[src/logic/com_uplink_pkg.sv]
package com_uplink_pkg;

    // block types known to the request side
    typedef enum logic [3:0] {
        BTYPE_INFO = 4'h1,
        BTYPE_DATA = 4'hE
    } btype_e;

    // one-hot request states
    typedef enum logic [4:0] {
        IDLE = 5'b00001,
        WAIT = 5'b00010,
        TAKE = 5'b00100,
        WORK = 5'b01000,
        DONE = 5'b10000
    } send_state_e;

    // receive buffer region map
    localparam logic [14:0] RXA_INIT = 15'h0000;
    localparam logic [14:0] RXA_INFO = 15'h0100;
    localparam logic [14:0] RXA_DAT0 = 15'h1000;
    localparam logic [14:0] RXA_DAT1 = 15'h2200;
    localparam logic [14:0] RXA_DAT2 = 15'h3400;
    localparam logic [14:0] RXA_DAT3 = 15'h4600;
    localparam logic [14:0] RXA_DAT4 = 15'h5800;
    localparam logic [14:0] RXA_DAT5 = 15'h6A00;

    // info blocks are fixed size and data blocks carry a fixed preamble part
    localparam logic [11:0] LEN_INFO = 12'd14;
    localparam logic [11:0] LEN_PART = 12'd36;

    typedef struct packed {
        btype_e      btype;
        logic [3:0]  didx;
        logic [11:0] dlen;
    } send_req_t;

    typedef struct packed {
        logic [14:0] start;
        logic [12:0] len;
    } send_desc_t;

endpackage

[src/logic/com_send.sv]
module com_send (
    input  logic                     clk,
    input  logic                     rst,
    input  logic                     fs,
    input  com_uplink_pkg::send_req_t  req,
    input  logic                     fd_eth,
    output logic                     fs_eth,
    output logic                     fd,
    output logic                     take,
    output com_uplink_pkg::send_desc_t desc
);

    com_uplink_pkg::send_state_e state;
    com_uplink_pkg::send_state_e state_nxt;
    com_uplink_pkg::send_desc_t  desc_nxt;

    assign fs_eth = (state == com_uplink_pkg::WORK);
    assign fd     = (state == com_uplink_pkg::DONE);
    assign take   = (state == com_uplink_pkg::TAKE);

    always_ff @(posedge clk or posedge rst) begin
        if (rst) begin
            state <= com_uplink_pkg::IDLE;
        end else begin
            state <= state_nxt;
        end
    end

    always_comb begin
        case (state)
            com_uplink_pkg::IDLE: state_nxt = com_uplink_pkg::WAIT;
            com_uplink_pkg::WAIT: state_nxt = fs ? com_uplink_pkg::TAKE : com_uplink_pkg::WAIT;
            com_uplink_pkg::TAKE: state_nxt = com_uplink_pkg::WORK;
            com_uplink_pkg::WORK: state_nxt = fd_eth ? com_uplink_pkg::DONE : com_uplink_pkg::WORK;
            // hold done until the controller drops its request
            com_uplink_pkg::DONE: state_nxt = fs ? com_uplink_pkg::DONE : com_uplink_pkg::IDLE;
            default:              state_nxt = com_uplink_pkg::IDLE;
        endcase
    end

    // buffer window for the pending request
    always_comb begin
        desc_nxt = '0;
        case (req.btype)
            com_uplink_pkg::BTYPE_INFO: begin
                desc_nxt.start = com_uplink_pkg::RXA_INFO;
                desc_nxt.len   = {1'b0, com_uplink_pkg::LEN_INFO};
            end
            com_uplink_pkg::BTYPE_DATA: begin
                desc_nxt.len = {1'b0, req.dlen} + {1'b0, com_uplink_pkg::LEN_PART};
                case (req.didx)
                    4'd0:    desc_nxt.start = com_uplink_pkg::RXA_DAT0;
                    4'd1:    desc_nxt.start = com_uplink_pkg::RXA_DAT1;
                    4'd2:    desc_nxt.start = com_uplink_pkg::RXA_DAT2;
                    4'd3:    desc_nxt.start = com_uplink_pkg::RXA_DAT3;
                    4'd4:    desc_nxt.start = com_uplink_pkg::RXA_DAT4;
                    4'd5:    desc_nxt.start = com_uplink_pkg::RXA_DAT5;
                    default: desc_nxt.start = com_uplink_pkg::RXA_INIT;
                endcase
            end
            default: begin
                // unknown types send a header only
                desc_nxt.start = com_uplink_pkg::RXA_INIT;
                desc_nxt.len   = '0;
            end
        endcase
    end

    always_ff @(posedge clk or posedge rst) begin
        if (rst) begin
            desc <= '0;
        end else if (state == com_uplink_pkg::TAKE) begin
            desc <= desc_nxt;
        end else if (state == com_uplink_pkg::DONE) begin
            desc <= '0;
        end
    end

endmodule

[config.mk]
export PLATFORM = sky130hd
export DESIGN_NAME = com_send
export DESIGN_NICKNAME = d
export VERILOG_FILES = /design/src/logic/com_uplink_pkg.sv /design/src/logic/com_send.sv
export SDC_FILE = /design/constraint.sdc
export NUM_CORES = 1
export LEC_CHECK = 0
export ABC_CLOCK_PERIOD_IN_PS = 2660
export BUFFER_PORTS_ARGS = -buffer_cell sky130_fd_sc_hd__buf_4
export CAP_MARGIN = 15
export CORE_UTILIZATION = 40
export DETAILED_ROUTE_END_ITERATION = 10
export PLACE_DENSITY = 0.77
export SLEW_MARGIN = 40
export SYNTH_ARGS = -nofsm -noshare
export SYNTH_HDL_FRONTEND = slang
export SYNTH_SLANG_ARGS = --single-unit
[constraint.sdc]
create_clock -name clk -period 2.66 [get_ports clk]
set_clock_uncertainty 0.05 [all_clocks]
set_input_delay 0.133 -clock clk [delete_from_list [all_inputs] [get_ports clk]]
set_output_delay 0.133 -clock clk [all_outputs]
set_load 0.05 [all_outputs]
==> metrics.md <==
| Metric | Value |
|---|---|
| Ant. Diodes | `0` |
| Mapped Area | `1350 sq um` |
| Reg2Reg Setup Slack | `0.70 ns` |
| CP Launch Type | `flip-flop` |
| Post-Synthesis Cells | `139` |
| Post-cts resize count | `0` |
| Crit. End Element | `flip-flop` |
| Headroom to the max-slew limit | `49.4%` |
| CP Data Required Time | `2.84 ns` |
| Final setup vio count | `0` |
| CTS tree | `built` |
| Total chip power | `1.58 mW` |
| Number of synthesis warnings | `0` |
| Overflow after GRT | `0` |
| Antenna violations before repair | `0` |
| Vias in the first global route | `1156` |
| Yosys cell types | `37` |
| RR Endpoint | `desc[5]` |
| I/O Buffers | `46` |
| Peak supply drop | `0.247 mV` |
| Power Dens Cells | `909 nW/um^2` |
| #FFs+latches synth | `25` |
| Commonest non-fill, non-tap cell in the layout | `buf_4` |
| DP HPWL | `2.38 mm` |
| Final Core Density | `55.5%` |
| Unrepaired setup endpoints after global routing | `no` |
| Via count | `1169` |
| Leakage | `0.838 nW` |
| Clock sink total | `25` |
| 1st-iter DRT viols | `54` |
| Core ar. | `3130 sq um` |
| DRT Pass-1 Iters | `4` |
| Top Family by Delay on Critical Path | `flip-flops` |
| Die Height | `60.0 um` |
| Starting Density | `43.0%` |
| Layout Cells excl Fill | `229` |
| Largest net degree at the start of global routing | `26` |
| Most frequent cells in the layout | `buf_4, dfrtp_1, nand2_1` |
| DIE WIDTH | `60.0 um` |
| Max-slew violations | `0` |
| Worst r2r src | `state[2]` |
| Global-route wire length before repair | `4.86 mm` |
| Critical path type | `reg -> reg` |
| CTS max path bufs | `2` |
| Hold depth | `3` |
| CP max-delay cell | `dfrtp_1` |
| Gpl congestion | `0.817` |
| Worst stage delay on the critical path | `0.63 ns` |
| Worst slew pin tran | `0.748 ns` |
| Clock latency on the worst-skew pair | `0.31 ns` |
| Max frequency | `511 MHz` |
| Layout cell share with drive strength beyond 1 | `30.8%` |
| Avg Inst Size Synth | `9.68 sq um` |
| Gr usage total | `18.0%` |
| Detail Route Antenna Nets | `0` |
| Fin crit period | `1.96 ns` |
| I/O pin count | `55` |
| Final Cycle Share | `73.5%` |
| CP Launch Point | `state[2]` |
| Hold Path Origin | `req[10]` |
| Setup TNS | `0 ns` |
| CP bufs+invs | `0` |
| Root Driver | `clkbuf_4` |
| # placed instances | `222` |
| Max-cap violations | `0` |
| Hold Path End | `desc[12]` |
| Clock transition at path regs | `0.14 ns` |
| Crit path depth | `3` |
| Die area | `3600 sq um` |
| Number of buffers created by CTS | `3` |
| P&R area growth vs syn | `29.0%` |
| Post-synthesis sequential area ratio | `46.6%` |
| Crit-path cells | `xor2_1, nand3_1, a32o_1` |
| Status | `finished, final reports clean` |
| H-tree levels | `1` |
| Drt wl/cell | `13.2 um` |
| Worst hold-check path type | `in -> reg` |
| DRC Markers | `0` |
| R2R cell count | `3` |
| Hold Fails Final Rpt | `0` |
| Net total in the final layout | `211` |
| Post-DR vias/cell | `5.10` |
| Rows | `20` |
| Total wire length | `3.03 mm` |
| CP Max Fanout | `20` |
| Crit path DAT | `2.13 ns` |
flip-flops by register name, indices dropped and copies added, names as in the netlist:
signal and count:
desc 20, state 5
power by group:
group	leakage (nW)	switching (mW)	internal (mW)	total, mW
Combinational	0.494	0.555	0.260	0.815
Sequential	0.330	0.0920	0.498	0.590
Clock	0.0139	0.115	0.0575	0.173
worst max-delay path by stage:
stage                          end  slack, ns
after global placement    desc[22]       0.80
after CTS                  desc[5]       0.73
after global routing      desc[22]       0.53
after floorplan             fs_eth       0.28
final                      desc[5]       0.70
after detailed placement   desc[5]       0.74
layer usage:
metal | track usage [%] | up-vias | share of wire [%]
li1 | - | 567 | -
met1 | 22.5 | 555 | 43
met4 | 7.64 | 0 | 1.5
met2 | 31.1 | 42 | 51
met5 | 0 | - | 0
met3 | 2.16 | 5 | 4.7
area by class of cell:
| type | count | area [sq um] |
|---|---|---|
| well taps | 44 | 55.1 |
| multi-input cells | 101 | 626 |
| flip-flops and latches | 25 | 627 |
| clock inverters | 1 | 7.51 |
| repair buffers | 49 | 375 |
| fillers | 296 | 1390 |
| inverters | 6 | 22.5 |
| clock buffers | 3 | 22.5 |
synthesized netlist by cell type:
cell type / number / area [sq um]
dfrtp_1: 24 / 601
nand2_1: 18 / 67.6
o21ai_0: 11 / 55.1
buf_4: 9 / 67.6
a21oi_1: 8 / 40.0
nor2_1: 7 / 26.3
inv_1: 6 / 22.5
xor2_1: 6 / 52.6
a22o_1: 5 / 43.8
nor3_1: 4 / 20.0
a32o_1: 3 / 30.0
nand3_1: 3 / 15.0
nand4_1: 3 / 18.8
nor4_1: 3 / 18.8
xnor2_1: 3 / 26.3
buf_2: 2 / 10.0
clkbuf_1: 2 / 7.51
nand2b_1: 2 / 12.5
nor2b_1: 2 / 12.5
a31o_4: 1 / 17.5
a31oi_1: 1 / 6.26
and4b_1: 1 / 10.0
buf_6: 1 / 11.3
conb_1: 1 / 3.75
dfstp_2: 1 / 26.3
ha_1: 1 / 12.5
mux2_2: 1 / 11.3
nand4_4: 1 / 21.3
nor2_4: 1 / 11.3
nor4b_1: 1 / 8.76
o211ai_1: 1 / 7.51
o21ai_2: 1 / 8.76
o31a_1: 1 / 8.76
o31ai_1: 1 / 7.51
o32a_1: 1 / 10.0
or2_0: 1 / 6.26
or3b_1: 1 / 8.76
cell families (layout without fill, tap and decap cells):
| logic type | count (synthesis) | in the layout | synth area share [%] |
|---|---|---|---|
| other cells | 1 | 8 | 0.279 |
| xor+xnor | 9 | 9 | 5.86 |
| flops | 25 | 25 | 46.6 |
| buf+inv | 20 | 59 | 8.84 |
| compound gates | 34 | 34 | 17.5 |
| simple gates | 48 | 48 | 19.2 |
| fa+ha+maj | 1 | 1 | 0.930 |
| mux | 1 | 1 | 0.837 |
metrics by stage:
| step | area, sq um | hold WS (ns) | worst slack [ns] |
|---|---|---|---|
| 2_1_floorplan | 1370 | 0.110 | 0.277 |
| 3_3_place_gp | 1680 | 0.299 | 0.804 |
| 6_report | 1740 | 0.0413 | 0.705 |
| 5_1_grt | 1740 | 0.0417 | 0.533 |
| 4_1_cts | 1740 | 0.0376 | 0.734 |
| 3_5_place_dp | 1680 | 0.153 | 0.737 |
worst register-to-register path, stage by stage, from the launching register on:
cell	delay [ns]
dfrtp_1	0.63
xor2_1	0.19
nand3_1	0.55
a32o_1	0.45
repair_timing:
action                                 4_1_cts  5_1_grt
hold buffers                                 3        0
buffers inserted                             0        0
setup endpoints to repair                    0        0
endpoints found under the hold margin       26        0
Power figures use the tool's default switching activity.
