===== src/logic/com_uplink_pkg.sv =====
package com_uplink_pkg;

    // block types known to the request side
    typedef enum logic [3:0] {
        BTYPE_INFO = 4'h1,
        BTYPE_DATA = 4'hE
    } btype_e;

    // one-hot request states
    typedef enum logic [4:0] {
        IDLE = 5'b00001,
        WAIT = 5'b00010,
        TAKE = 5'b00100,
        WORK = 5'b01000,
        DONE = 5'b10000
    } send_state_e;

    // receive buffer region map
    localparam logic [14:0] RXA_INIT = 15'h0000;
    localparam logic [14:0] RXA_INFO = 15'h0100;
    localparam logic [14:0] RXA_DAT0 = 15'h1000;
    localparam logic [14:0] RXA_DAT1 = 15'h2200;
    localparam logic [14:0] RXA_DAT2 = 15'h3400;
    localparam logic [14:0] RXA_DAT3 = 15'h4600;
    localparam logic [14:0] RXA_DAT4 = 15'h5800;
    localparam logic [14:0] RXA_DAT5 = 15'h6A00;

    // info blocks are fixed size and data blocks carry a fixed preamble part
    localparam logic [11:0] LEN_INFO = 12'd14;
    localparam logic [11:0] LEN_PART = 12'd36;

    typedef struct packed {
        btype_e      btype;
        logic [3:0]  didx;
        logic [11:0] dlen;
    } send_req_t;

    typedef struct packed {
        logic [14:0] start;
        logic [12:0] len;
    } send_desc_t;

endpackage


===== src/logic/eth_frame_pkg.sv =====
package eth_frame_pkg;

    localparam int HDR_BYTES = 8;
    localparam logic [7:0] SOF_MARK = 8'hA5;

    typedef enum logic [2:0] {
        T_IDLE,
        T_HDR,
        T_PAY,
        T_END,
        T_WAIT
    } tx_state_e;

    // byte 0 sits in the top bits and multi-byte fields are big-endian
    typedef struct packed {
        logic [7:0]  sof;
        logic [3:0]  btype;
        logic [3:0]  didx;
        logic [15:0] len;
        logic [15:0] start;
        logic [7:0]  seq;
        logic [7:0]  csum;
    } frame_hdr_t;

    typedef struct packed {
        logic [7:0] data;
        logic       valid;
        logic       last;
    } tx_byte_t;

endpackage


===== src/logic/frame_hdr_gen.sv =====
module frame_hdr_gen #(
    parameter logic [7:0] SEQ_INIT = 8'd0
) (
    input  logic                       clk,
    input  logic                       rst,
    input  logic                       take,
    input  com_uplink_pkg::send_req_t  req,
    input  com_uplink_pkg::send_desc_t desc,
    output eth_frame_pkg::frame_hdr_t  hdr
);

    logic [7:0] seq_cnt;
    logic [7:0] seq_q;
    logic [3:0] btype_q;
    logic [3:0] didx_q;

    eth_frame_pkg::frame_hdr_t hdr_raw;
    logic [eth_frame_pkg::HDR_BYTES-1:0][7:0] raw_b;
    logic [7:0] csum;

    always_ff @(posedge clk or posedge rst) begin
        if (rst) begin
            seq_cnt <= SEQ_INIT;
        end else if (take) begin
            seq_cnt <= seq_cnt + 8'd1;
        end
    end

    always_ff @(posedge clk) begin
        if (take) begin
            btype_q <= req.btype;
            didx_q  <= req.didx;
            seq_q   <= seq_cnt;
        end
    end

    // desc is already registered by the time the header is read
    always_comb begin
        hdr_raw.sof   = eth_frame_pkg::SOF_MARK;
        hdr_raw.btype = btype_q;
        hdr_raw.didx  = didx_q;
        hdr_raw.len   = {3'b000, desc.len};
        hdr_raw.start = {1'b0, desc.start};
        hdr_raw.seq   = seq_q;
        hdr_raw.csum  = '0;
    end

    assign raw_b = hdr_raw;

    // raw_b[0] is the checksum slot itself
    always_comb begin
        csum = '0;
        for (int i = 1; i < eth_frame_pkg::HDR_BYTES; i++) begin
            csum = csum ^ raw_b[i];
        end
    end

    always_comb begin
        hdr      = hdr_raw;
        hdr.csum = csum;
    end

endmodule


===== config.mk =====
export PLATFORM = sky130hd
export DESIGN_NAME = frame_hdr_gen
export DESIGN_NICKNAME = d
export VERILOG_FILES = /design/src/logic/com_uplink_pkg.sv /design/src/logic/eth_frame_pkg.sv /design/src/logic/frame_hdr_gen.sv
export SDC_FILE = /design/constraint.sdc
export NUM_CORES = 1
export LEC_CHECK = 0
export BUFFER_PORTS_ARGS = -buffer_cell sky130_fd_sc_hd__buf_4
export CELL_PAD_IN_SITES_DETAIL_PLACEMENT = 1
export CELL_PAD_IN_SITES_GLOBAL_PLACEMENT = 2
export CORE_UTILIZATION = 21
export DETAILED_ROUTE_END_ITERATION = 6
export HOLD_SLACK_MARGIN = 0.08
export PLACE_DENSITY = 0.88
export SYNTH_ARGS = -nofsm -noshare
export SYNTH_HDL_FRONTEND = slang
export SYNTH_SLANG_ARGS = --single-unit

===== constraint.sdc =====
create_clock -name clk -period 1.5 [get_ports clk]
set_input_delay 0.075 -clock clk [delete_from_list [all_inputs] [get_ports clk]]
set_output_delay 0.075 -clock clk [all_outputs]
set_load 0.02 [all_outputs]

==> results.toml, run 1 <==
[yosys]
async_reset_ff_frac = 0.333
synth_edf_count = 16
avgSynthCellArea_um2 = 12.0
yosysMostFrequentCell = "buf_4"
ys_seq_elements = 24
synth_top_area_share = 0.332
synth_area_leader_cell = "edfxtp_1"
yosys_most_used_dff = "edfxtp_1"
yosys-top-cells-area = "edfxtp_1 (33%), xnor2_1 (22%), buf_4 (21%)"
synth-seq-area-share = 0.470
synthTopCellsByCount = "buf_4 (40), xnor2_1 (36), edfxtp_1 (16), dfrtp_1 (8), xor2_1 (7)"
yosysWarnings = 0
ys_types = 15
netlist_area_um2 = 1450
netlist_instances = 121

[setup_path]
path_class = "reg -> out"
worstRegToRegCells = 2
crit_required_ns = 1.42
critPathLaunchType = "register"
crit_fanout = 2
r2r_setup_slack_ns = 0.39
cp-end-kind = "output pin"
cp.arrival_ns = 1.34

[drt]
wl_per_cell_um = 10.9
via_per_inst = 3.64
detailedRoute.firstIterationViolations = 14
wl_mm = 2.97
vias = 990
drtAntennaViolNets = 0
drtPass1Iterations = 2
drc = 0

[pwr]
power.total_w = 0.00281
ir_drop_mv = 0.453
power_density_nw_per_um2 = 1300
cellLeakagePower_nw = 0.979

[clock_tree]
ctsLongestPathBuffers = 2
cts_htree_levels = 1
clk_pin_slew_ns = 0.08
clkLatencyLatePin_ns = 0.26
cts_tree = "built"
cts_made_buffers = 3
cts_sinks = 24
root_buffer = "clkbuf_8"

[sta]
clock-skew-final_ns = 0.00110
drv_slew = 0
rsz0062_at_grt = "true"
hold_ws_ns = 0.211
final-hold-violation-count = 0
fin_crit_sh = 0.946
tns_ns = 0
min_period_ns = 1.42
setup_violations = 0
max_freq_mhz = 705
layout_setup_ws_ns = 0.0811

[floorplanning]
start_util = 0.223
die_w_um = 85.1
rows = 29
io_pins = 115
die_y_um = 85.1
die-area_um2 = 7240
core_area_um2 = 6490

[final_layout]
final_nets = 248
final_area_um2 = 2160
syn_to_final_growth_pct = 48.9
n_antenna_cell = 0
drive_gt1_frac = 0.523

[placement]
dp_hpwl_mm = 2.42
routabilityCongestion = 0.667
place_area_um2 = 1960
io_buffers = 90
pre_cts_slack_ns = 0.345

[grt]
gr-usage-all-layers = 0.0796
grt-ovfl-total = 0
grt_pass1_wl_mm = 4.62
grt_pass1_vias = 1007
grt_max_degree = 23
grt_antenna_before_repair = 0

[min_path]
min_path_type = "in -> reg"
hold_depth = 1

[outcome]
status = "complete, no violations"

[run]
cap_violations = 0
## logic make-up (layout without fill, tap and decap cells)
kind of cell	after synthesis	after routing	share of synthesized area
xor gates and xnor gates	43	43	0.260
buffers and inverters	41	105	0.210
DFF	24	24	0.470
and+or+nand+nor	9	9	0.0389
other	2	12	0.00518
adders and majority gates	1	1	0.00863
muxes	1	1	0.00777
## per-stage QoR
step,instances,util
finish,272,0.332
global route,272,0.332
CTS,271,0.326
detailed placement,258,0.301
global placement,258,0.301
floorplan,131,-
## final timing paths
check                                start         end
min in group asynchronous              rst  seq_cnt[4]
worst min-delay path                  take   didx_q[1]
worst max register to register  seq_cnt[0]  seq_cnt[1]
max in group asynchronous              rst  seq_cnt[2]
worst min register to register  seq_cnt[7]  seq_cnt[7]
worst max-delay path             didx_q[3]      hdr[3]
## state kept, by name (all words and copies together) (netlist names)
signal	flops
didx_q	4
btype_q	4
seq_cnt	8
seq_q	8
## area by class of cell
type / count / area, um2
inverters: 1 / 3.75
clock inverters: 1 / 30.0
repair buffers: 100 / 773
flip-flops and latches: 24 / 681
multi-input cells: 66 / 532
well taps: 77 / 96.3
clock buffers: 3 / 41.3
fillers: 716 / 4340
## critical path: stages, from the launching register on
cell      delay (ns)
edfxtp_1        0.44
xnor2_2         0.16
xnor2_1         0.18
xnor2_1         0.14
buf_4           0.16
## cell usage in the layout (no fill, tap or decap), types with 2 or more instances in the layout
master and instances:
nand4_1 2, xor2_1 7, conb_1 12, dlygate4sd3_1 9, nand2_1 3, dfrtp_1 8, edfxtp_1 16, xnor2_1 32
xnor2_2 4, buf_4 91, clkbuf_8 3
## what timing repair did
item | CTS | global route
hold endpoints to repair | 16 | 0
gates resized for setup | 0 | 4
setup buffers | 0 | 1
setup endpoints to repair | 0 | 5
hold buffers | 9 | 0
## power by group
group	switching (W)	internal, W	leakage (nW)
combinational	0.000586	0.000589	0.685
sequential	0.000169	0.000904	0.258
clock	0.000208	0.000357	0.0357
## layer usage
layer	track usage	part of all wire	vias to the layer above
met5	0	0	-
met4	0.00924	0	0
met3	0.0292	0.090	0
met2	0.163	0.57	52
met1	0.0770	0.34	456
li1	-	-	482
Note: power is estimated with default switching activity, not from simulation.
==> inputs of run 2 (changes only) <==
Settings changed: BUFFER_PORTS_ARGS -buffer_cell sky130_fd_sc_hd__buf_4 to -buffer_cell sky130_fd_sc_hd__buf_2, CORE_MARGIN set to 8, REMOVE_ABC_BUFFERS set to 1.
==> results.toml, run 2 (synthesis results as in run 1) <==
[clock_tree]
root_buffer = "clkbuf_8"
ctsLongestPathBuffers = 2
cts_sinks = 24
clkLatencyLatePin_ns = 0.27
cts_htree_levels = 1
cts_tree = "built"
cts_made_buffers = 3
clk_pin_slew_ns = 0.09

[placement]
io_buffers = 90
dp.cells = 262
place_area_um2 = 1740
routabilityCongestion = 0.738
dp_hpwl_mm = 3.07
pre_cts_slack_ns = 0.357

[drt]
drtPass1Iterations = 4
vias = 1015
wl_mm = 3.64
via_per_inst = 3.68
drtAntennaViolNets = 0
detailedRoute.firstIterationViolations = 7
wl_per_cell_um = 13.2
drc = 0

[setup_path]
crit_required_ns = 1.42
path_class = "reg -> out"
critPathLaunchType = "register"
crit_fanout = 2
cp.arrival_ns = 1.34
cp-end-kind = "output pin"

[min_path]
min_path_type = "in -> reg"

[final_layout]
syn_to_final_growth_pct = 34.6
final_area_um2 = 1950
final_cell_mix = "buf_2 (87), xnor2_1 (32), edfxtp_1 (16), conb_1 (12), dlygate4sd3_1 (9)"
utilization = 0.290
final_nets = 249
top_regs = "seq_cnt: 8 flops, seq_q: 8 flops"
n_antenna_cell = 0
layout_commonest_cell = "buf_2"
stdcell_count = 276
drive_gt1_frac = 0.526

[floorplanning]
start_util = 0.216
core_area_um2 = 6720
die_y_um = 99.1
rows = 30
die-area_um2 = 9810
die_w_um = 99.1
io_pins = 115

[grt]
grt_antenna_before_repair = 0
grt_pass1_wl_mm = 5.58
grt_max_degree = 15
gr-usage-all-layers = 0.0693
grt-ovfl-total = 0
grt_pass1_vias = 1104

[outcome]
status = "complete, no violations"

[sta]
clock-skew-final_ns = 0.00289
layout_setup_ws_ns = 0.0841
setup_violations = 0
fin_crit_sh = 0.944
drv_slew = 0
final-hold-violation-count = 0
min_period_ns = 1.42
max_freq_mhz = 706

[pwr]
power_density_nw_per_um2 = 1390
ir_drop_mv = 0.334
cellLeakagePower_nw = 0.909

[run]
cap_violations = 0
[run 2: where the power goes]
group          switching (W)  internal [W]  leakage [nW]  total [W]
Combinational       0.000590      0.000477         0.615    0.00107
Sequential          0.000168      0.000903         0.258    0.00107
Clock               0.000209      0.000357        0.0357   0.000566
Total               0.000967       0.00174         0.909    0.00270
[run 2: repair_timing]
| action | 4_1_cts | 5_1_grt |
|---|---|---|
| gates resized for setup | 0 | 7 |
| endpoints found under the setup margin | 0 | 5 |
| buffers inserted | 0 | 1 |
| endpoints found under the hold margin | 16 | 0 |
| hold buffers | 9 | 0 |
[run 2: path summary, 6_finish.rpt]
check / from / endpoint / slack (ns) / cells after the start
setup / recovery: didx_q[0] / hdr[0] / 0.08 / 4
hold / removal: take / seq_q[4] / 0.20 / 1
setup reg to reg: seq_cnt[0] / seq_cnt[1] / 0.39 / 2
hold reg to reg: seq_cnt[7] / seq_cnt[7] / 0.48 / 1
max in group asynchronous: rst / seq_cnt[4] / 0.96 / 3
min in group asynchronous: rst / seq_cnt[5] / 0.30 / 3
[run 2: per-layer routing]
layer,vias to the layer above,GRT usage,share of wire
met3,2,0.0395,0.11
li1,483,-,-
met2,47,0.135,0.56
met5,-,0,0
met1,483,0.0622,0.32
met4,0,0.00698,0.0022
[run 2: critical path: stages, from the launching register on]
cell	delay, ns
edfxtp_1	0.43
xnor2_2	0.19
xnor2_2	0.14
xnor2_1	0.13
buf_2	0.18
[run 2: layout make-up]
cell class | instances | area, um2
flip-flops and latches | 24 | 681
repair buffers | 101 | 563
clock buffers | 3 | 41.3
fillers | 783 | 4770
well taps | 80 | 100
inverters | 1 | 3.75
multi-input cells | 66 | 532
clock inverters | 1 | 30.0
[run 2: metrics by stage]
step                power, W  hold WS [ns]  setup TNS, ns
floorplan            0.00168        -0.109              0
global placement     0.00208        0.0546              0
detailed placement   0.00210        0.0592              0
CTS                  0.00269         0.204              0
global route         0.00286         0.194        -0.0139
finish               0.00270         0.196              0
==> inputs of run 3 (changes only) <==
Settings changed: ABC_AREA set to 1, CORE_MARGIN 8 to 10, CORE_UTILIZATION 21 to 22, PLACE_DENSITY 0.88 to 0.91.
==> results.toml, run 3 <==
[grt]
grt_antenna_before_repair = 0
gr-usage-all-layers = 0.0724
grt_max_degree = 14
grt_pass1_wl_mm = 7.11
grt-ovfl-total = 0
grt_pass1_vias = 1585

[clock_tree]
clkLatencyLatePin_ns = 0.27
cts_tree = "built"
clk_pin_slew_ns = 0.08
ctsLongestPathBuffers = 2
cts_sinks = 24
root_buffer = "clkbuf_8"
cts_htree_levels = 1
cts_made_buffers = 3

[pwr]
power_density_nw_per_um2 = 1150
power.switching_w = 0.00106
internal_power_w = 0.00152
clockPowerShare = 0.150
p_seq_frac = 0.420
cellLeakagePower_nw = 1.17
pwr-share-comb = 0.430
swShare = 0.411
ir_drop_mv = 0.355
power.total_w = 0.00258

[yosys]
ys_types = 17
netlist_area_um2 = 1740
synthTopCellsByCount = "nand2_1 (66), buf_4 (40), inv_1 (21), edfxtp_1 (16), xnor2_1 (16)"
ys_seq_elements = 24
synth_edf_count = 16
async_reset_ff_frac = 0.333
synth_top_area_share = 0.276
netlist_instances = 210
yosys-top-cells-area = "edfxtp_1 (28%), buf_4 (17%), nand2_1 (14%)"
yosys_most_used_dff = "edfxtp_1"
avgSynthCellArea_um2 = 8.30
synth_area_leader_cell = "edfxtp_1"
yosysWarnings = 0
yosysMostFrequentCell = "nand2_1"
synth-seq-area-share = 0.391

[final_layout]
utilization = 0.289
layout_commonest_cell = "buf_2"
final_nets = 337
n_antenna_cell = 0
drive_gt1_frac = 0.370
stdcell_count = 386
final_cell_mix = "buf_2 (88), nand2_1 (65), inv_1 (20), edfxtp_1 (16), xnor2_1 (14)"
top_regs = "seq_cnt: 8 flops, seq_q: 8 flops"
fill_cells = 946
syn_to_final_growth_pct = 28.3

[floorplanning]
io_pins = 115
die_y_um = 109
core_area_um2 = 7730
die-area_um2 = 11900
die_w_um = 109
start_util = 0.226
rows = 32

[min_path]
min_path_type = "in -> reg"
hold_depth = 2
min_from = "take"
holdPathEnd = "seq_cnt[0]"

[setup_path]
cp-end-kind = "output pin"
crit_fanout = 3
reg2reg_from = "seq_cnt[0]"
crit_required_ns = 1.42
critPathLaunchType = "register"
cp.arrival_ns = 1.35
r2r_setup_slack_ns = 0.31
path_class = "reg -> out"
worstRegToRegCells = 6
rr_endpoint = "seq_cnt[6]"

[drt]
wl_mm = 4.67
via_per_inst = 3.81
drc = 0
drtPass1Iterations = 2
drtAntennaViolNets = 0
vias = 1472
detailedRoute.firstIterationViolations = 61
wl_per_cell_um = 12.1

[sta]
final-hold-violation-count = 0
clock-skew-final_ns = 0.000769
fin_crit_sh = 0.953
drv_slew = 0
max_freq_mhz = 700
min_period_ns = 1.43
rsz0062_at_grt = "true"
hold_ws_ns = 0.168
setup_violations = 0
tns_ns = 0

[placement]
io_buffers = 90
dp.cells = 373
routabilityCongestion = 0.688
dp_hpwl_mm = 4.13

[run]
cap_violations = 0

[outcome]
status = "complete, no violations"
[run 3: kinds of logic after synthesis]
| family | Yosys count | synth area share |
|---|---|---|
| AOI/OAI and AO/OA | 1 | 0.00287 |
| xor gates and xnor gates | 29 | 0.146 |
| adders and majority gates | 1 | 0.00718 |
| buffers and inverters | 61 | 0.218 |
| DFF | 24 | 0.391 |
| other | 2 | 0.00431 |
| and+or+nand+nor | 92 | 0.232 |
[run 3: layout make-up]
cell class                      instances  area (um2)  area share
Multi-Input combinational cell        135         751       0.336
Sequential cell                        24         681       0.304
Timing Repair Buffer                  100         553       0.247
Tap cell                              102         128      0.0571
Inverter                               21        78.8      0.0353
Clock buffer                            3        41.3      0.0185
Clock inverter                          1        3.75     0.00168
[run 3: power groups by stage]
| stage | Combinational [W] | Sequential, W | Clock, W |
|---|---|---|---|
| 2_1_floorplan | 0.000579 | 0.00115 | 0 |
| 3_3_place_gp | 0.00104 | 0.00109 | 0 |
| 3_5_place_dp | 0.00108 | 0.00110 | 0 |
| 4_1_cts | 0.00111 | 0.00108 | 0.000402 |
| 5_1_grt | 0.00123 | 0.00112 | 0.000428 |
| 6_report | 0.00111 | 0.00108 | 0.000387 |
[run 3: metal layers]
layer,vias to the layer above,GRT usage,wire [um]
li1,740,-,-
met5,-,0,0
met1,683,0.0698,1620
met4,0,0.0169,36
met3,5,0.0177,372
met2,44,0.148,2640
[run 3: worst max path at each step]
| stage | from | cells after the start | to |
|---|---|---|---|
| finish | btype_q[0] | 5 | hdr[4] |
| global route | seq_q[2] | 8 | hdr[2] |
| CTS | seq_q[2] | 8 | hdr[2] |
| detailed placement | seq_cnt[0] | 6 | seq_cnt[6] |
| global placement | seq_cnt[0] | 6 | seq_cnt[6] |
| floorplan | seq_q[7] | 2 | hdr[7] |
[run 3: per-stage QoR]
stage          area [um2]  setup slack (ns)
3_5_place_dp         2070             0.294
6_report             2240            0.0709
3_3_place_gp         2070             0.312
2_1_floorplan        1480             0.362
4_1_cts              2200            0.0115
5_1_grt              2240          -0.00803
[run 3: repair_timing]
action	CTS	global route
hold buffers	9	0
gates resized for setup	0	9
setup buffers	0	0
setup endpoints to repair	0	4
hold endpoints to repair	16	0
[run 3: critical path, cell delays in order (launching register included)]
cell and delay [ns]:
edfxtp_1 0.47, xor2_1 0.23, nand2_1 0.09, nand3b_1 0.09, nand2_1 0.05, buf_2 0.15
