### config.mk
export PLATFORM = sky130hd
export DESIGN_NAME = eth_frame_tx
export DESIGN_NICKNAME = d
export VERILOG_FILES = /design/src/logic/com_uplink_pkg.sv /design/src/logic/eth_frame_pkg.sv /design/src/logic/eth_frame_tx.sv
export SDC_FILE = /design/constraint.sdc
export NUM_CORES = 1
export LEC_CHECK = 0
export BUFFER_PORTS_ARGS = -buffer_cell sky130_fd_sc_hd__buf_2
export CAP_MARGIN = 10
export CORE_ASPECT_RATIO = 1.2
export CORE_MARGIN = 1.5
export CORE_UTILIZATION = 35
export CTS_BUF_LIST = sky130_fd_sc_hd__clkbuf_8
export CTS_CLUSTER_DIAMETER = 120
export CTS_CLUSTER_SIZE = 30
export DETAILED_ROUTE_END_ITERATION = 6
export PLACE_DENSITY_LB_ADDON = 0.1
export SLEW_MARGIN = 20
export SYNTH_ARGS = -nofsm -noshare
export SYNTH_HDL_FRONTEND = slang
export SYNTH_SLANG_ARGS = --single-unit
### constraint.sdc
create_clock -name clk -period 4.95 [get_ports clk]
set_clock_uncertainty 0.2 [all_clocks]
set_input_delay 1.485 -clock clk [delete_from_list [all_inputs] [get_ports clk]]
set_output_delay 1.485 -clock clk [all_outputs]
set_load 0.05 [all_outputs]
### src/logic/com_uplink_pkg.sv
package com_uplink_pkg;

    // block types known to the request side
    typedef enum logic [3:0] {
        BTYPE_INFO = 4'h1,
        BTYPE_DATA = 4'hE
    } btype_e;

    // one-hot request states
    typedef enum logic [4:0] {
        IDLE = 5'b00001,
        WAIT = 5'b00010,
        TAKE = 5'b00100,
        WORK = 5'b01000,
        DONE = 5'b10000
    } send_state_e;

    // receive buffer region map
    localparam logic [14:0] RXA_INIT = 15'h0000;
    localparam logic [14:0] RXA_INFO = 15'h0100;
    localparam logic [14:0] RXA_DAT0 = 15'h1000;
    localparam logic [14:0] RXA_DAT1 = 15'h2200;
    localparam logic [14:0] RXA_DAT2 = 15'h3400;
    localparam logic [14:0] RXA_DAT3 = 15'h4600;
    localparam logic [14:0] RXA_DAT4 = 15'h5800;
    localparam logic [14:0] RXA_DAT5 = 15'h6A00;

    // info blocks are fixed size and data blocks carry a fixed preamble part
    localparam logic [11:0] LEN_INFO = 12'd14;
    localparam logic [11:0] LEN_PART = 12'd36;

    typedef struct packed {
        btype_e      btype;
        logic [3:0]  didx;
        logic [11:0] dlen;
    } send_req_t;

    typedef struct packed {
        logic [14:0] start;
        logic [12:0] len;
    } send_desc_t;

endpackage

### src/logic/eth_frame_pkg.sv
package eth_frame_pkg;

    localparam int HDR_BYTES = 8;
    localparam logic [7:0] SOF_MARK = 8'hA5;

    typedef enum logic [2:0] {
        T_IDLE,
        T_HDR,
        T_PAY,
        T_END,
        T_WAIT
    } tx_state_e;

    // byte 0 sits in the top bits and multi-byte fields are big-endian
    typedef struct packed {
        logic [7:0]  sof;
        logic [3:0]  btype;
        logic [3:0]  didx;
        logic [15:0] len;
        logic [15:0] start;
        logic [7:0]  seq;
        logic [7:0]  csum;
    } frame_hdr_t;

    typedef struct packed {
        logic [7:0] data;
        logic       valid;
        logic       last;
    } tx_byte_t;

endpackage

### src/logic/eth_frame_tx.sv
module eth_frame_tx #(
    parameter int ADDR_W = 15
) (
    input  logic                       clk,
    input  logic                       rst,
    input  logic                       fs_eth,
    input  eth_frame_pkg::frame_hdr_t  hdr,
    input  com_uplink_pkg::send_desc_t desc,
    output logic [ADDR_W-1:0]          rd_addr,
    input  logic [7:0]                 rd_data,
    output eth_frame_pkg::tx_byte_t    tx,
    output logic                       fd_eth
);

    localparam int CNT_W = $clog2(eth_frame_pkg::HDR_BYTES);
    localparam logic [CNT_W-1:0] CNT_LAST = CNT_W'(eth_frame_pkg::HDR_BYTES - 1);

    eth_frame_pkg::tx_state_e state;
    eth_frame_pkg::tx_state_e state_nxt;

    logic [CNT_W-1:0] cnt;
    logic [12:0] rem;
    logic [ADDR_W-1:0] ptr;
    logic [eth_frame_pkg::HDR_BYTES-1:0][7:0] hdr_b;
    logic hdr_end;
    logic pay_end;

    assign hdr_b = hdr;

    assign hdr_end = (state == eth_frame_pkg::T_HDR) && (cnt == CNT_LAST);
    assign pay_end = (state == eth_frame_pkg::T_PAY) && (rem == 13'd1);

    always_comb begin
        case (state)
            eth_frame_pkg::T_IDLE: begin
                state_nxt = fs_eth ? eth_frame_pkg::T_HDR : eth_frame_pkg::T_IDLE;
            end
            eth_frame_pkg::T_HDR: begin
                if (!hdr_end) begin
                    state_nxt = eth_frame_pkg::T_HDR;
                end else if (rem == '0) begin
                    state_nxt = eth_frame_pkg::T_END;
                end else begin
                    state_nxt = eth_frame_pkg::T_PAY;
                end
            end
            eth_frame_pkg::T_PAY: begin
                state_nxt = pay_end ? eth_frame_pkg::T_END : eth_frame_pkg::T_PAY;
            end
            eth_frame_pkg::T_END: state_nxt = eth_frame_pkg::T_WAIT;
            // request side drops fs_eth one cycle after done
            eth_frame_pkg::T_WAIT: begin
                state_nxt = fs_eth ? eth_frame_pkg::T_WAIT : eth_frame_pkg::T_IDLE;
            end
            default: state_nxt = eth_frame_pkg::T_IDLE;
        endcase
    end

    always_ff @(posedge clk or posedge rst) begin
        if (rst) begin
            state <= eth_frame_pkg::T_IDLE;
            cnt   <= '0;
            rem   <= '0;
            ptr   <= '0;
        end else begin
            state <= state_nxt;
            if (state == eth_frame_pkg::T_IDLE) begin
                cnt <= '0;
                rem <= desc.len;
                ptr <= ADDR_W'(desc.start);
            end
            if (state == eth_frame_pkg::T_HDR) begin
                cnt <= cnt + 1'b1;
            end
            if (state == eth_frame_pkg::T_PAY) begin
                rem <= rem - 13'd1;
            end
            // address of payload byte 0 goes out with header byte 7
            if (hdr_end || state == eth_frame_pkg::T_PAY) begin
                ptr <= ptr + 1'b1;
            end
        end
    end

    assign rd_addr = ptr;

    always_comb begin
        tx.valid = (state == eth_frame_pkg::T_HDR) || (state == eth_frame_pkg::T_PAY);
        tx.last  = (hdr_end && rem == '0) || pay_end;
        if (state == eth_frame_pkg::T_PAY) begin
            tx.data = rd_data;
        end else begin
            tx.data = hdr_b[CNT_LAST - cnt];
        end
    end

    assign fd_eth = (state == eth_frame_pkg::T_END);

endmodule

==> results of run 1 <==
[area by class of cell]
type / instances / area [um^2]
fillers: 728 / 3830
multi-input cells: 229 / 1680
flip-flops and latches: 34 / 851
repair buffers: 131 / 663
well taps: 90 / 113
clock buffers: 6 / 82.6
clock inverters: 2 / 60.1
inverters: 10 / 37.5
[metrics by stage]
stage	area (um^2)	worst slack (ns)
6_report	3480	0.711
5_1_grt	3480	0.586
4_1_cts	3480	0.714
3_5_place_dp	3340	0.717
3_3_place_gp	3340	0.741
2_1_floorplan	2660	0.404
[cell usage in the layout, fill, tap and decap left out, types with 8 or more instances in the layout]
cell,n
mux2i_1,10
nand3_1,9
inv_1,10
mux4_2,16
a21oi_1,18
nor2_1,15
buf_2,128
nand2_1,36
o21ai_0,25
nor3_1,8
dfrtp_1,34
[cells by family after synthesis]
logic type | after synthesis | synth area share [%]
buffers and inverters | 33 | 5.36
DFF | 34 | 32.0
and+or+nand+nor | 111 | 21.3
adders and majority gates | 6 | 2.82
AOI/OAI and AO/OA | 86 | 21.3
muxes | 26 | 17.3
[critical path: stages]
cell and delay (ns):
buf_2 0.10, mux4_2 0.46, mux2i_1 0.13, o21ai_0 0.11
buf_2 0.27
[where the power goes]
| group | total (mW) | switching [mW] | leakage [nW] | internal [mW] |
|---|---|---|---|---|
| Combinational | 0.0886 | 0.0432 | 1.10 | 0.0454 |
| Clock | 0.328 | 0.113 | 0.0714 | 0.215 |
| Sequential | 0.282 | 0.00247 | 0.382 | 0.280 |
| Total | 0.699 | 0.158 | 1.56 | 0.540 |
[layer usage]
metal	vias to the layer above	GRT usage [%]	wire length [um]
li1	1357	-	-
met2	78	31.4	3930
met3	12	4.07	429
met1	1291	25.0	3400
met5	-	0	0
met4	0	5.64	121
[path summary, 6_finish.rpt]
path	startpoint	to	slack [ns]	depth (start not counted)
worst max-delay path	hdr[1]	tx[3]	0.71	5
worst min-delay path	rem[9]	rem[9]	0.34	1
worst max register to register	cnt[0]	rd_addr[4]	2.10	8
worst min register to register	rem[9]	rem[9]	0.34	1
max in group asynchronous	rst	rem[0]	3.12	3
min in group asynchronous	rst	rd_addr[0]	1.08	3
[registers in the layout, summed over array words and instances (netlist names)]
signal and count:
rd_addr 15, state 3, rem 13, cnt 3
==> run metrics, run 1 <==
outcome=finished, final reports clean; maximum number of pins on one net before global-route repair=45; number of buffers inserted during clock tree synthesis=5; crit path launch type=input pin; period utilisation layout=85.6%; buffer depth of the longest clock path=2; static leakage power=approximately 1.6 nW; clock tree from TritonCTS=built; Worst Tran Pin Value=approximately 1.0 ns; number of nets in the synthesized netlist=between 400 and 500; arrival time at the worst endpoint=2.55 ns; Die Y-Extent=98.5 um; total overflow reported by the global router=0; detailed-route vias per instance=about 5.5; Cell Count Post-Placement=~490; worst slack on hold paths=around 0.34 ns; number of antenna diodes=0; count of antenna-violating nets left after detailed routing=0; final critical delay including setup and external delays=around 4.2 ns; RSZ-0062 raised after global routing=false; root cell of the clock tree=clkbuf_8; Setup violations, final=0; HPWL after detailed placement=5.87 mm; most used standard cell by instance count after synthesis=nand2_1; effective utilization at floorplan=36.4%; Fin. Hold Viols=0; proportion of layout cells with a drive suffix above 1=40.8%; register bit count reported by yosys=34; count of hold-fix buffers inserted at cts=0; cell types with the highest counts after synthesis=nand2_1 (36), dfrtp_1 (34), o21ai_0 (25), a21oi_1 (18); Slew Limit Headroom=between 30% and 40%; fraction of synthesis flops using an asynchronous set or reset pin=100%; vias in the first global route=approximately 2500; number of DRC violations after detailed routing=0; Yosys cell types=50; cts repair resizes=0; Tot GR Track Use=19.1%; Die X-Extent=~83 um; cell types with the largest area share after synthesis=dfrtp_1 (32%), mux4_2 (14%), nand2_1 (5.1%); area growth from synthesis to layout=30.8%; Req. time, crit path=approximately 3.3 ns; PortBufs=128; violation count after the first detailed-route iteration=between 80 and 90; EDFF count, synth=0; DRT Pass-1 Iters=6; Layout Cells excl Fill=~500; total vias in the final route=roughly 2700; Tot Pwr=about 700 uW; synthesized area=~2700 um^2; start-to-end type of the worst setup path=input pin to output port; share of the core filled with cells in the final layout=between 40% and 50%; initial antenna violation count=0; type of destination of the critical path=output port; power per unit of standard cell area=around 200 nW/um^2; max frequency=236 MHz; placement row count=34; Min-Delay Path Class=flop to flop; number of instances in the synthesized netlist=slightly below 300; cell accounting for the most synthesized area=dfrtp_1; detail-routed net length per standard cell=~16 um; max-cap viol count=0; Syn Area/Cell=~9.0 um^2; ports placed on the boundary=roughly 130; H-tree depth=2; biggest fanout along the worst timing path=1; core box area=~7300 um^2; maximum ir drop on the vdd rail=105 uV; insertion delay of the later-clocked pin in the worst-skew pair=around 0.30 ns; TritonCTS Sinks=34; final weighted congestion of routability-driven global placement=around 0.8; area share of the largest cell type after synthesis=between 30% and 40%; clock-pin slew of the registers on the worst-case setup and hold paths=roughly 0.090 ns; number of nets in the final layout=520; count of pins over their slew limit=0; Die ar.=slightly above 8000 um^2; count of warnings emitted by yosys=0; Main synth FF type=dfrtp_1; proportion of synthesized chip area in sequential cells=a little under a third; global-route wire length before repair=~12 mm; post-CTS setup-driven buffer insertion count=0; total wirelength of the detailed-routed design=just under 8 mm; Post-Route Setup TNS=0 ns
(Power assumes the default switching activity.)
==> inputs of run 2 (changes only) <==
--- a/config.mk
+++ b/config.mk
@@ -7,7 +7,6 @@
 export LEC_CHECK = 0
 export BUFFER_PORTS_ARGS = -buffer_cell sky130_fd_sc_hd__buf_2
 export CAP_MARGIN = 10
-export CORE_ASPECT_RATIO = 1.2
 export CORE_MARGIN = 1.5
 export CORE_UTILIZATION = 35
 export CTS_BUF_LIST = sky130_fd_sc_hd__clkbuf_8
==> run 2 against run 1 <==
  * Largest cell class unchanged
  * Cell count up 2.0%
  * Routed wire length down 2.8%
  * Critical endpoint is now tx[9]
  * Global-route usage down 0.37 points
  * Sequential cell count unchanged
  * Final area down 0.47%
  * Fmax about the same
  * Sequential power about the same
  * First-iteration DRC count up 20%
  * Die area about the same
  * Clock power down 24%
==> run metrics, run 2 (same netlist as run 1, synthesis figures left out) <==
part of the power in the clock network=40.1% (-6.8 points); power per unit of standard cell area=179 nW/um^2 (-11%); area occupied by multi-input gates=1670 um^2 (-0.15%); number of nets in the final layout=521 (+0.19%); root cell of the clock tree=clkbuf_8; Critical Path Max Stage Delay=0.45 ns (about the same); detail-routed net length per standard cell=15.0 um (-4.7%); insertion delay of the later-clocked pin in the worst-skew pair=0.29 ns (about the same); combinational cell fraction of total power=14.3% (+1.6 points); max-cap viol count=0 (unchanged); number of antenna diodes=0 (unchanged); placement row count=31 (-8.8%); proportion of layout cells with a drive suffix above 1=40.7% (-0.099 points); type of destination of the critical path=output port; count of pins over their slew limit=0 (unchanged); count of antenna-violating nets left after detailed routing=0 (unchanged); H-tree depth=2 (unchanged); outcome=finished, final reports clean; startpoint of the worst-slack reg-to-reg timing path=cnt[1]; total vias in the final route=2752 (+0.51%); Fin. Hold Viols=0 (unchanged); instance area at placement=3360 um^2 (+0.56%); count of hold-fix buffers inserted at cts=0 (unchanged); Tot GR Track Use=18.8% (-0.37 points); cts repair resizes=0 (unchanged); detailed-route vias per instance=5.38 (-1.5%); switching portion of total power=24.7% (+2.1 points); Die X-Extent=90.2 um (+9.2%); post-placement worst setup slack=0.695 ns (-0.0216 ns); Final Instance Area=3470 um^2 (-0.47%); effective utilization at floorplan=36.5% (+0.12 points); worst slack on hold paths=0.335 ns (-0.00996 ns); violation count after the first detailed-route iteration=104 (+20%); initial antenna violation count=0 (unchanged); arrival time at the worst endpoint=2.55 ns (about the same); post-CTS setup-driven buffer insertion count=0 (unchanged); Setup violations, final=0 (unchanged); total overflow reported by the global router=0 (unchanged); Die Y-Extent=90.2 um (-8.4%); most frequent cells in the layout=buf_2 (128), nand2_1 (36), dfrtp_1 (34); maximum ir drop on the vdd rail=95.9 uV (-8.5%); final critical delay including setup and external delays=4.24 ns (-0.00208 ns); Internal=466 uW (-14%); Slew Limit Headroom=32.0% (-0.077 points); # fillers=776 (+6.6%); static leakage power=1.54 nW (-0.93%); start-to-end type of the worst setup path=input pin to output port; buffer depth of the longest clock path=2 (unchanged); worst setup path startpoint=hdr[7]; Min-Delay Path Class=flop to flop; max reg flops=15 (unchanged); Die ar.=8140 um^2 (about the same); RSZ-0062 raised after global routing=false; global-route wire length before repair=12.5 mm (+2.3%); number of DRC violations after detailed routing=0 (unchanged); PortBufs=128 (unchanged); ports placed on the boundary=129 (unchanged); biggest fanout along the worst timing path=1 (unchanged); Post-Route Setup TNS=0 ns (unchanged); most common cell after layout, fill and taps aside=buf_2; sequential cell area=851 um^2 (unchanged); TritonCTS Sinks=34 (unchanged); most prevalent standard cell on the critical path=buf_2; crit path launch type=input pin; number of buffers inserted during clock tree synthesis=5 (unchanged); period utilisation layout=85.6% (about the same); vias in the first global route=2548 (+1.5%); max frequency=236 MHz (about the same); slowest library cell on the worst path=mux4_2; maximum number of pins on one net before global-route repair=46 (+2.2%); final setup margin=0.713 ns (+0.00208 ns); HPWL after detailed placement=5.73 mm (-2.3%); Req. time, crit path=3.26 ns (about the same); HP Start=cnt[0]; Worst Tran Pin Value=1.02 ns (+0.00115 ns); Sw Pwr=153 uW (-3.4%); clock tree from TritonCTS=built; portion of total power attributed to sequential cells=45.6% (+5.2 points); core box area=7290 um^2 (-0.34%); cell-by-cell listing of the critical path=buf_2 > mux4_2 > mux2i_1 > o21ai_0 > buf_2; total wirelength of the detailed-routed design=7.66 mm (-2.8%); area growth from synthesis to layout=30.2%; DRT Pass-1 Iters=4 (-2); clock-pin slew of the registers on the worst-case setup and hold paths=0.07 ns (-0.02 ns); Tot Pwr=619 uW (-11%); final weighted congestion of routability-driven global placement=0.733 (-9.7%)
[run 2: cell count changes in the layout (fill, tap and decap cells not counted)]
cell | previous run | this run
clkbuf_8 | 6 | 8
buf_4 | 3 | 4
nor2_2 | 1 | 0
inv_1 | 10 | 9
nor2_1 | 15 | 16
clkinv_1 | 0 | 1
bufinv_16 | 2 | 0
[run 2: final cells by class]
type                       instances  area share [%]
clock buffer                       8            3.18
inverter                          10            1.08
multi-input combinational        229            48.3
sequential                        34            24.5
tap                               99            3.57
timing repair buffer             132            19.4
[run 2: final timing paths]
path | end | slack, ns | depth (start not counted)
max | tx[9] | 0.71 | 5
min | cnt[0] | 0.33 | 1
max reg2reg | rd_addr[4] | 2.13 | 7
min reg2reg | cnt[0] | 0.33 | 1
max in group asynchronous | rd_addr[13] | 3.15 | 3
min in group asynchronous | rem[1] | 1.08 | 3
[run 2: critical path, delay by kind of cell]
family	cells	cell delay, ns
AOI/OAI and AO/OA	1	0.10
muxes	2	0.65
buffers and inverters	2	0.31
[run 2: power groups by stage]
stage / clock, mW / sequential, mW / combinational, mW
4_1_cts: 0.255 / 0.282 / 0.0899
2_1_floorplan: 0 / 0.291 / 0.0361
3_3_place_gp: 0 / 0.288 / 0.0875
3_5_place_dp: 0 / 0.288 / 0.0896
5_1_grt: 0.262 / 0.283 / 0.0972
6_report: 0.248 / 0.282 / 0.0885
[run 2: layer usage]
layer,wire (um),global-route usage [%]
met3,610,4.15
met5,0,0
met4,71,4.37
met1,3480,26.0
met2,3500,29.9
[run 2: stage by stage]
step	util, %	cells
2_1_floorplan	-	296
3_3_place_gp	46.0	504
3_5_place_dp	46.0	504
4_1_cts	47.5	512
5_1_grt	47.5	512
6_report	47.5	512
==> inputs of run 3 (changes only) <==
--- a/config.mk
+++ b/config.mk
@@ -7,6 +7,8 @@
 export LEC_CHECK = 0
 export BUFFER_PORTS_ARGS = -buffer_cell sky130_fd_sc_hd__buf_2
 export CAP_MARGIN = 10
+export CELL_PAD_IN_SITES_DETAIL_PLACEMENT = 1
+export CELL_PAD_IN_SITES_GLOBAL_PLACEMENT = 1
 export CORE_MARGIN = 1.5
 export CORE_UTILIZATION = 35
 export CTS_BUF_LIST = sky130_fd_sc_hd__clkbuf_8
==> run 3 against run 2 <==
  * Combinational power is 2% higher
  * Critical path type unchanged
  * Total power down 5.7%
  * Clock power fell by 15%
  * Global-route usage grew 3.0 points
  * Worst setup slack improved by 0.0083 ns
  * Sequential power about the same
  * First-iteration DRC count is 40% lower
==> run metrics, run 3 (same netlist as run 1, synthesis figures left out) <==
outcome=finished, final reports clean; routed length on met1=3.84 mm (+11%); met2 wire length=4.51 mm (+29%); Min-Delay Path Class=flop to flop; type of destination of the critical path=output port; highest routing layer actually used=met4; Critical Path Max Stage Delay=0.48 ns (+0.03 ns); Post-Route Setup TNS=0 ns (unchanged); detailed-route vias per instance=5.45 (+1.3%); number of nets in the final layout=521 (unchanged); total wirelength of the detailed-routed design=8.73 mm (+14%); part of the power in the clock network=36.2% (-3.9 points); arrival time at the worst endpoint=2.54 ns (about the same); violation count after the first detailed-route iteration=62 (-40%); TritonCTS Sinks=34 (unchanged); root cell of the clock tree=clkbuf_8; RSZ-0062 raised after global routing=false; placement row count=31 (unchanged); Internal=433 uW (-7.1%); most common cell after layout, fill and taps aside=buf_2; Die ar.=8140 um^2 (unchanged); count of antenna-violating nets left after detailed routing=0 (unchanged); count of hold-fix buffers inserted at cts=0 (unchanged); cell-by-cell listing of the critical path=buf_2 > mux4_2 > mux2i_1 > o21ai_0 > buf_2; Req. time, crit path=3.26 ns (about the same); Worst Tran Pin Value=0.904 ns (-0.112 ns); number of DRC violations after detailed routing=0 (unchanged); DRT Pass-1 Iters=5 (+1); count of pins over their slew limit=0 (unchanged); power per unit of standard cell area=170 nW/um^2 (-4.9%); Sw Pwr=151 uW (-1.5%); final critical delay including setup and external delays=4.23 ns (-0.00834 ns); proportion of layout cells with a drive suffix above 1=40.4% (-0.29 points); HPWL after detailed placement=6.71 mm (+17%); insertion delay of the later-clocked pin in the worst-skew pair=0.28 ns (about the same); ports placed on the boundary=129 (unchanged); clock tree from TritonCTS=built; crit path launch type=input pin; most prevalent standard cell on the critical path=buf_2; # fillers=935 (+20%); number of buffers inserted during clock tree synthesis=5 (unchanged); combinational cell fraction of total power=15.4% (+1.1 points); Setup violations, final=0 (unchanged); clock-pin slew of the registers on the worst-case setup and hold paths=0.07 ns (about the same); detail-routed net length per standard cell=17.1 um (+14%); Slew Limit Headroom=39.5% (+7.5 points); number of antenna diodes=0 (unchanged); PortBufs=128 (unchanged); worst slack on hold paths=0.372 ns (+0.0376 ns); total overflow reported by the global router=0 (unchanged); switching portion of total power=25.8% (+1.1 points); Die Y-Extent=90.2 um (unchanged); portion of total power attributed to sequential cells=48.4% (+2.8 points); initial antenna violation count=0 (unchanged); effective utilization at floorplan=36.5% (unchanged); slowest library cell on the worst path=mux4_2; routed wl met3=312 um (-49%); total vias in the final route=2778 (+0.94%); Tot GR Track Use=21.7% (+3.0 points); H-tree depth=2 (unchanged); Tot Pwr=583 uW (-5.7%); biggest fanout along the worst timing path=1 (unchanged); period utilisation layout=85.4% (-0.17 points); static leakage power=1.53 nW (-0.56%); global-route wire length before repair=14.3 mm (+14%); Die X-Extent=90.2 um (unchanged); start-to-end type of the worst setup path=input pin to output port; cts repair resizes=0 (unchanged); buffer depth of the longest clock path=2 (unchanged); maximum number of pins on one net before global-route repair=45 (-2.2%); vias in the first global route=2820 (+11%); most frequent cells in the layout=buf_2 (128), nand2_1 (36), dfrtp_1 (34); max reg flops=15 (unchanged); max-cap viol count=0 (unchanged); core box area=7290 um^2 (unchanged); max frequency=236 MHz (+0.20%); post-CTS setup-driven buffer insertion count=0 (unchanged); final weighted congestion of routability-driven global placement=0.847 (+16%); area growth from synthesis to layout=29.1%; Fin. Hold Viols=0 (unchanged); maximum ir drop on the vdd rail=104 uV (+8.7%)
[run 3: cell types whose count changed in the layout (fill, tap and decap cells not counted), sizes merged]
cell / before / now
inv: 9 / 10
clkinv: 1 / 0
clkbuf: 8 / 6
[run 3: power by group through the flow]
| stage | Clock (mW) | Sequential (mW) | Combinational [mW] |
|---|---|---|---|
| after floorplan | 0 | 0.291 | 0.0361 |
| after detailed placement | 0 | 0.288 | 0.0908 |
| after global routing | 0.231 | 0.283 | 0.0980 |
| after CTS | 0.216 | 0.282 | 0.0910 |
| final | 0.211 | 0.282 | 0.0901 |
| after global placement | 0 | 0.288 | 0.0881 |
[run 3: cell type report]
type	instances	area, um^2	share of cell area (%)
Inverter	10	37.5	1.09
Timing Repair Buffer	132	671	19.5
Sequential cell	34	851	24.8
Clock buffer	6	82.6	2.40
Tap cell	99	124	3.61
Multi-Input combinational cell	229	1670	48.6
[run 3: worst paths after layout]
kind / from / endpoint / slack (ns) / depth (start not counted)
setup / recovery: hdr[34] / tx[4] / 0.72 / 5
hold / removal: rem[9] / rem[9] / 0.37 / 1
setup reg to reg: cnt[1] / rd_addr[4] / 2.02 / 7
hold reg to reg: rem[9] / rem[9] / 0.37 / 1
max in group asynchronous: rst / rd_addr[7] / 2.69 / 3
min in group asynchronous: rst / rem[4] / 1.15 / 2
[run 3: metal layers]
metal	vias up	track usage [%]
li1	1355	-
met2	65	38.2
met5	-	0
met4	0	4.10
met1	1351	28.5
met3	7	3.13
[run 3: per-stage QoR]
step,utilization (%),cells,setup slack [ns],cell area [um^2]
2_1_floorplan,-,296,0.404,2660
3_3_place_gp,46.0,504,0.730,3350
3_5_place_dp,46.0,504,0.727,3350
4_1_cts,47.1,510,0.726,3430
5_1_grt,47.1,510,0.644,3440
6_report,47.1,510,0.721,3440
[run 3: critical path, delay by kind of cell]
| kind | cells | cell delay [ns] |
|---|---|---|
| compound gates | 1 | 0.09 |
| buf+inv | 2 | 0.35 |
| mux | 2 | 0.62 |
